===== config.mk =====
export PLATFORM = sky130hd
export DESIGN_NAME = funct_generator
export DESIGN_NICKNAME = d
export VERILOG_FILES = /design/src/hdl/funct_gen_pkg.sv /design/src/hdl/amp_scaler.sv /design/src/hdl/funct_generator.sv /design/src/hdl/gen_fsm.sv /design/src/hdl/phase_counter.sv /design/src/hdl/wave_lut.sv
export SDC_FILE = /design/constraint.sdc
export NUM_CORES = 1
export LEC_CHECK = 0
export BUFFER_PORTS_ARGS = -buffer_cell sky130_fd_sc_hd__buf_4
export CAP_MARGIN = 10
export CORE_MARGIN = 4
export CORE_UTILIZATION = 45
export CTS_BUF_LIST = sky130_fd_sc_hd__clkbuf_4
export CTS_CLUSTER_DIAMETER = 40
export CTS_CLUSTER_SIZE = 20
export DETAILED_ROUTE_END_ITERATION = 6
export PLACE_DENSITY_LB_ADDON = 0.1
export SYNTH_ARGS = -nofsm -noshare
export SYNTH_HDL_FRONTEND = slang
export SYNTH_SLANG_ARGS = --single-unit

===== constraint.sdc =====
create_clock -name clk -period 4.4 [get_ports clk]
set_input_delay 0.44 -clock clk [delete_from_list [all_inputs] [get_ports clk]]
set_output_delay 0.44 -clock clk [all_outputs]
set_load 0.01 [all_outputs]

===== src/sine_table.hex =====
// One period of sin(2*pi*n/32) as signed Q4.12, one 16-bit hex word per line, n = 0 to 31.
0000
031F
061F
08E4
0B50
0D4E
0EC8
0FB1
1000
0FB1
0EC8
0D4E
0B50
08E4
061F
031F
0000
FCE1
F9E1
F71C
F4B0
F2B2
F138
F04F
F000
F04F
F138
F2B2
F4B0
F71C
F9E1
FCE1


===== src/hdl/funct_gen_pkg.sv =====
package funct_gen_pkg;

	// Sample width and its split into integer and fraction bits (Q4.12).
	localparam int DATA_WIDTH = 16;
	localparam int INT_BITS   = 4;
	localparam int FRAC_BITS  = DATA_WIDTH - INT_BITS;

	// The phase address walks one full period of the table.
	localparam int LUT_ADDR       = 5;
	localparam int LUT_DEPTH      = 2 ** LUT_ADDR;
	localparam int QUARTER_OFFSET = LUT_DEPTH / 4;

	// Plus one in Q4.12, and the rise of the triangle per folded step.
	localparam int FULL_SCALE = 1 << FRAC_BITS;
	localparam int TRI_STEP   = 512;

	// A signed sample times a signed amplitude needs twice the sample width.
	localparam int PROD_WIDTH = 2 * DATA_WIDTH;

	// Signed Q4.12 sine samples, one hex word per line.
	localparam string SINE_FILE = "/design/src/sine_table.hex";

	typedef enum logic [1:0] {
		IDLE  = 2'd0,
		CONFI = 2'd1,
		GEN   = 2'd2
	} state_t;

	// The codes follow the values of sel_i.
	typedef enum logic [1:0] {
		SINE     = 2'd0,
		COSINE   = 2'd1,
		TRIANGLE = 2'd2,
		SQUARE   = 2'd3
	} wave_t;

	typedef logic signed [DATA_WIDTH-1:0] sample_t;
	typedef logic signed [INT_BITS-1:0]   amp_t;

	// One phase step, tagged with the waveform that was selected when it issued.
	typedef struct packed {
		logic                valid;
		wave_t               wave;
		logic [LUT_ADDR-1:0] addr;
	} phase_req_t;

	// One shaped sample on its way to the amplitude multiplier.
	typedef struct packed {
		logic    valid;
		sample_t sample;
	} wave_sample_t;

endpackage


===== src/hdl/amp_scaler.sv =====
`timescale 1ns/1ns

module amp_scaler
	import funct_gen_pkg::*;
(
	input  logic         clk,
	input  logic         rst,
	input  logic         load_amp_i,
	input  amp_t         amp_i,
	input  wave_sample_t sample_i,
	output sample_t      data_o,
	output logic         wr_en_o
);

	sample_t                       amp_q;
	logic signed [PROD_WIDTH-1:0]  product;
	sample_t                       data_q;
	logic                          wr_en_q;

	// The amplitude input is a whole number.
	// It lands in the integer bits of the Q4.12 register.
	// Out of reset the gain is one.
	always_ff @(posedge clk) begin
		if (rst) begin
			amp_q <= sample_t'(FULL_SCALE);
		end else if (load_amp_i) begin
			amp_q <= {amp_i, {FRAC_BITS{1'b0}}};
		end
	end

	// Full signed product of two Q4.12 numbers, which is Q8.24.
	// The gain in use is whatever the register holds in the cycle of the multiply.
	assign product = sample_i.sample * amp_q;

	// Dropping the low fraction bits returns to Q4.12.
	// The high bits are discarded, so an overflow wraps.
	// The output keeps its last value between valid samples.
	always_ff @(posedge clk) begin
		if (rst) begin
			data_q  <= '0;
			wr_en_q <= 1'b0;
		end else begin
			wr_en_q <= sample_i.valid;
			if (sample_i.valid) begin
				data_q <= product[FRAC_BITS +: DATA_WIDTH];
			end
		end
	end

	assign data_o  = data_q;
	assign wr_en_o = wr_en_q;

endmodule


===== src/hdl/funct_generator.sv =====
`timescale 1ns/1ns

module funct_generator
	import funct_gen_pkg::*;
(
	input  logic    clk,
	input  logic    rst,
	input  logic    en_low_i,
	input  logic    enh_conf_i,
	input  amp_t    amp_i,
	input  wave_t   sel_i,
	output sample_t data_o,
	output logic    wr_en_o
);

	logic         clear;
	logic         advance;
	logic         load_amp;
	phase_req_t   phase_req;
	wave_sample_t wave_sample;

	// The controller turns the two level inputs into per-state strobes.
	gen_fsm u_gen_fsm (
		.clk        (clk),
		.rst        (rst),
		.en_low_i   (en_low_i),
		.enh_conf_i (enh_conf_i),
		.clear_o    (clear),
		.advance_o  (advance),
		.load_amp_o (load_amp)
	);

	// Phase steps issue here and the pipeline starts.
	phase_counter u_phase_counter (
		.clk       (clk),
		.rst       (rst),
		.clear_i   (clear),
		.advance_i (advance),
		.sel_i     (sel_i),
		.req_o     (phase_req)
	);

	// First stage is the table lookup and shaping.
	wave_lut u_wave_lut (
		.clk      (clk),
		.rst      (rst),
		.req_i    (phase_req),
		.sample_o (wave_sample)
	);

	// Second stage is the gain and the output register.
	amp_scaler u_amp_scaler (
		.clk        (clk),
		.rst        (rst),
		.load_amp_i (load_amp),
		.amp_i      (amp_i),
		.sample_i   (wave_sample),
		.data_o     (data_o),
		.wr_en_o    (wr_en_o)
	);

endmodule


===== src/hdl/gen_fsm.sv =====
`timescale 1ns/1ns

module gen_fsm
	import funct_gen_pkg::*;
(
	input  logic clk,
	input  logic rst,
	input  logic en_low_i,
	input  logic enh_conf_i,
	output logic clear_o,
	output logic advance_o,
	output logic load_amp_o
);

	state_t state_q;
	state_t state_d;

	// The configure request wins over everything else in every state.
	// The active low enable then decides between running and resting.
	always_comb begin
		state_d = state_q;
		case (state_q)
			IDLE: begin
				if (enh_conf_i) begin
					state_d = CONFI;
				end else if (!en_low_i) begin
					state_d = GEN;
				end
			end
			CONFI: begin
				if (enh_conf_i) begin
					state_d = CONFI;
				end else if (!en_low_i) begin
					state_d = GEN;
				end else begin
					state_d = IDLE;
				end
			end
			GEN: begin
				if (enh_conf_i) begin
					state_d = CONFI;
				end else if (en_low_i) begin
					state_d = IDLE;
				end
			end
			// The spare code falls back to the rest state.
			default: state_d = IDLE;
		endcase
	end

	always_ff @(posedge clk) begin
		if (rst) begin
			state_q <= IDLE;
		end else begin
			state_q <= state_d;
		end
	end

	// The strobes are plain decodes of the registered state.
	// The phase is held at zero whenever the generator is not running.
	assign clear_o    = (state_q == IDLE) || (state_q == CONFI);
	assign advance_o  = (state_q == GEN);
	assign load_amp_o = (state_q == CONFI);

endmodule


===== src/hdl/phase_counter.sv =====
`timescale 1ns/1ns

module phase_counter
	import funct_gen_pkg::*;
(
	input  logic       clk,
	input  logic       rst,
	input  logic       clear_i,
	input  logic       advance_i,
	input  wave_t      sel_i,
	output phase_req_t req_o
);

	logic [LUT_ADDR-1:0] addr_q;
	phase_req_t          req_q;

	// The address steps once per running cycle.
	// It wraps after the last entry on its own because the depth is a power of two.
	always_ff @(posedge clk) begin
		if (rst || clear_i) begin
			addr_q <= '0;
		end else if (advance_i) begin
			addr_q <= addr_q + 1'b1;
		end
	end

	// One request issues per running cycle.
	always_ff @(posedge clk) begin
		if (rst) begin
			req_q.valid <= 1'b0;
		end else begin
			req_q.valid <= advance_i;
		end
	end

	// The select is captured with the address, so a later change of sel_i
	// cannot reach a step that has already issued.
	always_ff @(posedge clk) begin
		if (advance_i) begin
			req_q.wave <= sel_i;
			req_q.addr <= addr_q;
		end
	end

	assign req_o = req_q;

endmodule


===== src/hdl/wave_lut.sv =====
`timescale 1ns/1ns

module wave_lut
	import funct_gen_pkg::*;
(
	input  logic         clk,
	input  logic         rst,
	input  phase_req_t   req_i,
	output wave_sample_t sample_o
);

	sample_t sine_rom [LUT_DEPTH];

	logic [LUT_ADDR-1:0] cos_addr;
	logic                upper_half;
	logic [LUT_ADDR-2:0] tri_fold;
	sample_t             sine_val;
	sample_t             cos_val;
	sample_t             tri_val;
	sample_t             square_val;
	sample_t             wave_val;
	wave_sample_t        sample_q;

	// The table holds one full period of the sine.
	initial begin
		$readmemh(SINE_FILE, sine_rom);
	end

	// Cosine leads sine by a quarter period.
	// The sum wraps in the address width because the depth is a power of two.
	assign cos_addr = LUT_ADDR'(req_i.addr + QUARTER_OFFSET);

	assign sine_val = sine_rom[req_i.addr];
	assign cos_val  = sine_rom[cos_addr];

	// The top address bit tells the rising half from the falling half.
	assign upper_half = req_i.addr[LUT_ADDR-1];

	// Folding the upper half back gives a ramp that climbs and then descends.
	assign tri_fold = upper_half ? (LUT_ADDR-1)'(LUT_DEPTH - 1 - int'(req_i.addr))
	                             : req_i.addr[LUT_ADDR-2:0];

	// The ramp starts at minus one.
	assign tri_val = sample_t'(int'(tri_fold) * TRI_STEP - FULL_SCALE);

	// Square is plus one for the first half period and minus one for the second.
	assign square_val = upper_half ? sample_t'(-FULL_SCALE) : sample_t'(FULL_SCALE);

	always_comb begin
		case (req_i.wave)
			SINE:     wave_val = sine_val;
			COSINE:   wave_val = cos_val;
			TRIANGLE: wave_val = tri_val;
			SQUARE:   wave_val = square_val;
			default:  wave_val = sine_val;
		endcase
	end

	always_ff @(posedge clk) begin
		if (rst) begin
			sample_q.valid <= 1'b0;
		end else begin
			sample_q.valid <= req_i.valid;
		end
	end

	// The sample only moves when a request arrives.
	always_ff @(posedge clk) begin
		if (req_i.valid) begin
			sample_q.sample <= wave_val;
		end
	end

	assign sample_o = sample_q;

endmodule


==> flow_summary.toml <==
[timing]
max_freq_mhz = 291
fin_crit_sh = 0.780
rsz0062_at_grt = "no"
slew_violations = 0
hold_violations = 0
slew_headroom = 0.501
clock_skew_ps = 9.91
hold_slack_ps = 263
period_needed_ps = 3430
setup_slack_ps = 968
finalSetupViolCount = 0
tightest_slew_ps = 747
setup_tns_ps = 0

[critical_path]
worst_setup_path_end_kind = "flop"
cp_cell_sequence = "or2b_1 > fa_1 > fa_1 > inv_1 > ha_1 > ha_1 > a21o_1 > a31oi_1 > xor2_1 > a211oi_2"
r2r-end = "u_amp_scaler.data_o[15]$_SDFFE_PP0P_"
path_delay_family = "adder cells"
r2r-start = "u_amp_scaler.amp_q[15]$_SDFFE_PP0P_"
cp_num_buf_inv = 1
r2r_cells = 10
worstSetupPathType = "reg -> reg"
worstPathMaxFanout = 11
cp-start-kind = "flop"
cp_data_arrival_time_ps = 3640
crit_required_ps = 4600
r2r_slack_ps = 970
cpPeakStageDelay_ps = 600
crit_slowest_cell = "dfxtp_1"

[global_routing]
grt_pass1_wl_um = 5800
grt_max_degree = 18
grt_util_met2 = 0.229
first_global_vias = 1262
grt_use_total = 0.144
busiest_layer = "met2"
antenna_found_initial = 0
globalRouteMet1Util = 0.191
gr-usage-met3 = 0.0331
overflow = 0

[cts]
insertion_delay_ps = 330
clock-sinks = 33
cts_buffer_depth = 2
path_clk_slew_ps = 110
cts_made_buffers = 5
cts_setup_buffers = 0
cts_hold_buf = 0
root_buffer = "clkbuf_4"
htreeDepth = 2
cts_resized = 0
cts_tree = "built"

[finish]
final_area_sq_um = 2100
area_delta_synth_final_pct = 11.3
instances_no_fill = 242
fin_nets = 223
fillerInstances = 364
drive_above_1_share = 0.141
register_area_sq_um = 781
antennaDiodeCount = 0
multiInputGateArea_sq_um = 1020
final_core_utilization = 0.521

[min_path]
worst_hold_path.num_cells = 2
hold_class = "in -> reg"
holdPathEnd = "u_gen_fsm.state_q[1]$_SDFFE_PP0P_"
hp-start = "en_low_i"

[yosys]
synth_cell_types = 33
yosys_warnings = 0
synth_cells = 173
ys_ff_latch = 33
yosysSeqAreaShare = 0.414
syn_area_sq_um = 1890
synth.avg_cell_area_sq_um = 10.9

[route]
wl_per_cell_um = 13.4
drc = 0
drtIter0Drc = 94
routed_via_density = 4.93
postRouteAntennaNets = 0
vias = 1192
drt_wl_total_um = 3250
drt_first_pass_iters = 4

[floorplan]
std_cell_rows = 23
dieArea_sq_um = 5300
die_w_um = 72.8
fp.coreArea_sq_um = 4030
pin_count = 27
start_util = 0.469
fp.dieH_um = 72.8

[outcome]
outcome = "complete, no violations"

[power_and_ir_drop]
power_uw = 637
powerDensity_nw_per_um2 = 303
ir_drop_v = 0.000198
cellLeakagePower_nw = 0.926

[placed_design]
port_buffers = 17
dp_cells = 234
post-dp-hpwl_um = 2500
place_area_sq_um = 2020
dp_slack_ps = 1010
place_congestion = 0.734

[run]
maxCapViolCount = 0
-- worst register-to-register path, cell delays in order (launching register included) --
cell and delay [ps]:
dfxtp_1 600, or2b_1 300, fa_1 520, fa_1 550
inv_1 50, ha_1 290, ha_1 350, a21o_1 190
a31oi_1 160, xor2_1 200, a211oi_2 90
-- sequential cells by signal, indices dropped and copies added (netlist names) --
name	count
u_phase_counter.req_o	8
u_amp_scaler.data_o	7
u_wave_lut.sample_o	6
u_phase_counter.addr_q	5
u_amp_scaler.amp_q	4
u_gen_fsm.state_q	2
u_amp_scaler.wr_en_o	1
-- how the worst max path moves through the flow --
stage | start | end | slack [ps] | cells after the start
floorplan | u_amp_scaler.amp_q[15]$_SDFFE_PP0P_ | u_amp_scaler.data_o[15]$_SDFFE_PP0P_ | 1240 | 10
global placement | u_amp_scaler.amp_q[15]$_SDFFE_PP0P_ | u_amp_scaler.data_o[15]$_SDFFE_PP0P_ | 1020 | 10
detailed placement | u_amp_scaler.amp_q[15]$_SDFFE_PP0P_ | u_amp_scaler.data_o[15]$_SDFFE_PP0P_ | 1010 | 10
CTS | u_amp_scaler.amp_q[15]$_SDFFE_PP0P_ | u_amp_scaler.data_o[15]$_SDFFE_PP0P_ | 960 | 10
global route | u_amp_scaler.amp_q[15]$_SDFFE_PP0P_ | u_amp_scaler.data_o[15]$_SDFFE_PP0P_ | 830 | 10
finish | u_amp_scaler.amp_q[15]$_SDFFE_PP0P_ | u_amp_scaler.data_o[15]$_SDFFE_PP0P_ | 970 | 10
-- per-layer routing --
| metal | routed length, um | up-vias |
|---|---|---|
| met5 | 0 | - |
| met4 | 34 | 0 |
| met3 | 138 | 7 |
| met2 | 1510 | 27 |
| met1 | 1560 | 558 |
| li1 | - | 600 |
-- power by group --
part | internal [mW] | total, mW | switching (mW)
clock | 0.118 | 0.226 | 0.108
combinational | 0.0377 | 0.0812 | 0.0435
sequential | 0.321 | 0.330 | 0.00844
total | 0.477 | 0.637 | 0.160
-- area by class of cell --
| cell class | count | area share |
|---|---|---|
| Multi-Input combinational cell | 127 | 0.488 |
| Sequential cell | 33 | 0.372 |
| Timing Repair Buffer | 17 | 0.0608 |
| Tap cell | 50 | 0.0298 |
| Clock inverter | 3 | 0.0197 |
| Clock buffer | 5 | 0.0179 |
| Inverter | 7 | 0.0125 |
-- placed cells by master, fill, tap and decap left out, types with 2 or more instances in the layout --
cell / n
a211o_1: 2
a211oi_1: 2
a21o_1: 2
a21oi_1: 7
and2_1: 11
buf_4: 17
clkbuf_4: 5
conb_1: 9
dfxtp_1: 21
edfxtp_1: 12
fa_1: 8
ha_1: 14
inv_1: 7
mux2i_1: 7
nand2_1: 10
nand4_1: 2
nor2_1: 16
nor2b_1: 7
nor3b_1: 2
xnor2_1: 6
xor2_1: 11
-- cell usage after synthesis --
cell      instances  share of area
nand3b_1          1         0.0040
nor2b_1           7          0.023
mux2i_1           7          0.037
nand2_1          10          0.020
a21o_1            2         0.0079
inv_1             7          0.014
or2b_1            1         0.0040
conb_1            1         0.0020
nor4b_1           1         0.0046
o21ai_1           1         0.0026
a21oi_1           7          0.019
a41o_1            1         0.0053
clkbuf_1          4         0.0079
buf_1             1         0.0020
a211oi_2          1         0.0066
a31oi_1           1         0.0033
edfxtp_1         12           0.19
and2_1           11          0.036
xnor3_1           1          0.012
nor2b_4           1         0.0073
dfxtp_1          21           0.22
nand4_1           2         0.0066
fa_1              8          0.085
ha_1             14          0.093
buf_4             9          0.036
nor2_1           16          0.032
xnor2_1           6          0.028
a211oi_1          2         0.0079
xor2_1           11          0.051
nor3b_1           2         0.0079
a211o_1           2         0.0093
xnor2_2           1         0.0086
nand2b_1          1         0.0033
-- cell families after synthesis --
kind of cell / synth area share
DFF: 0.414
muxes: 0.0371
xor gates and xnor gates: 0.0994
other: 0.00199
AOI/OAI and AO/OA: 0.0616
adders and majority gates: 0.178
and+or+nand+nor: 0.149
buffers and inverters: 0.0596
No activity file was read; power rests on OpenSTA's default activity.
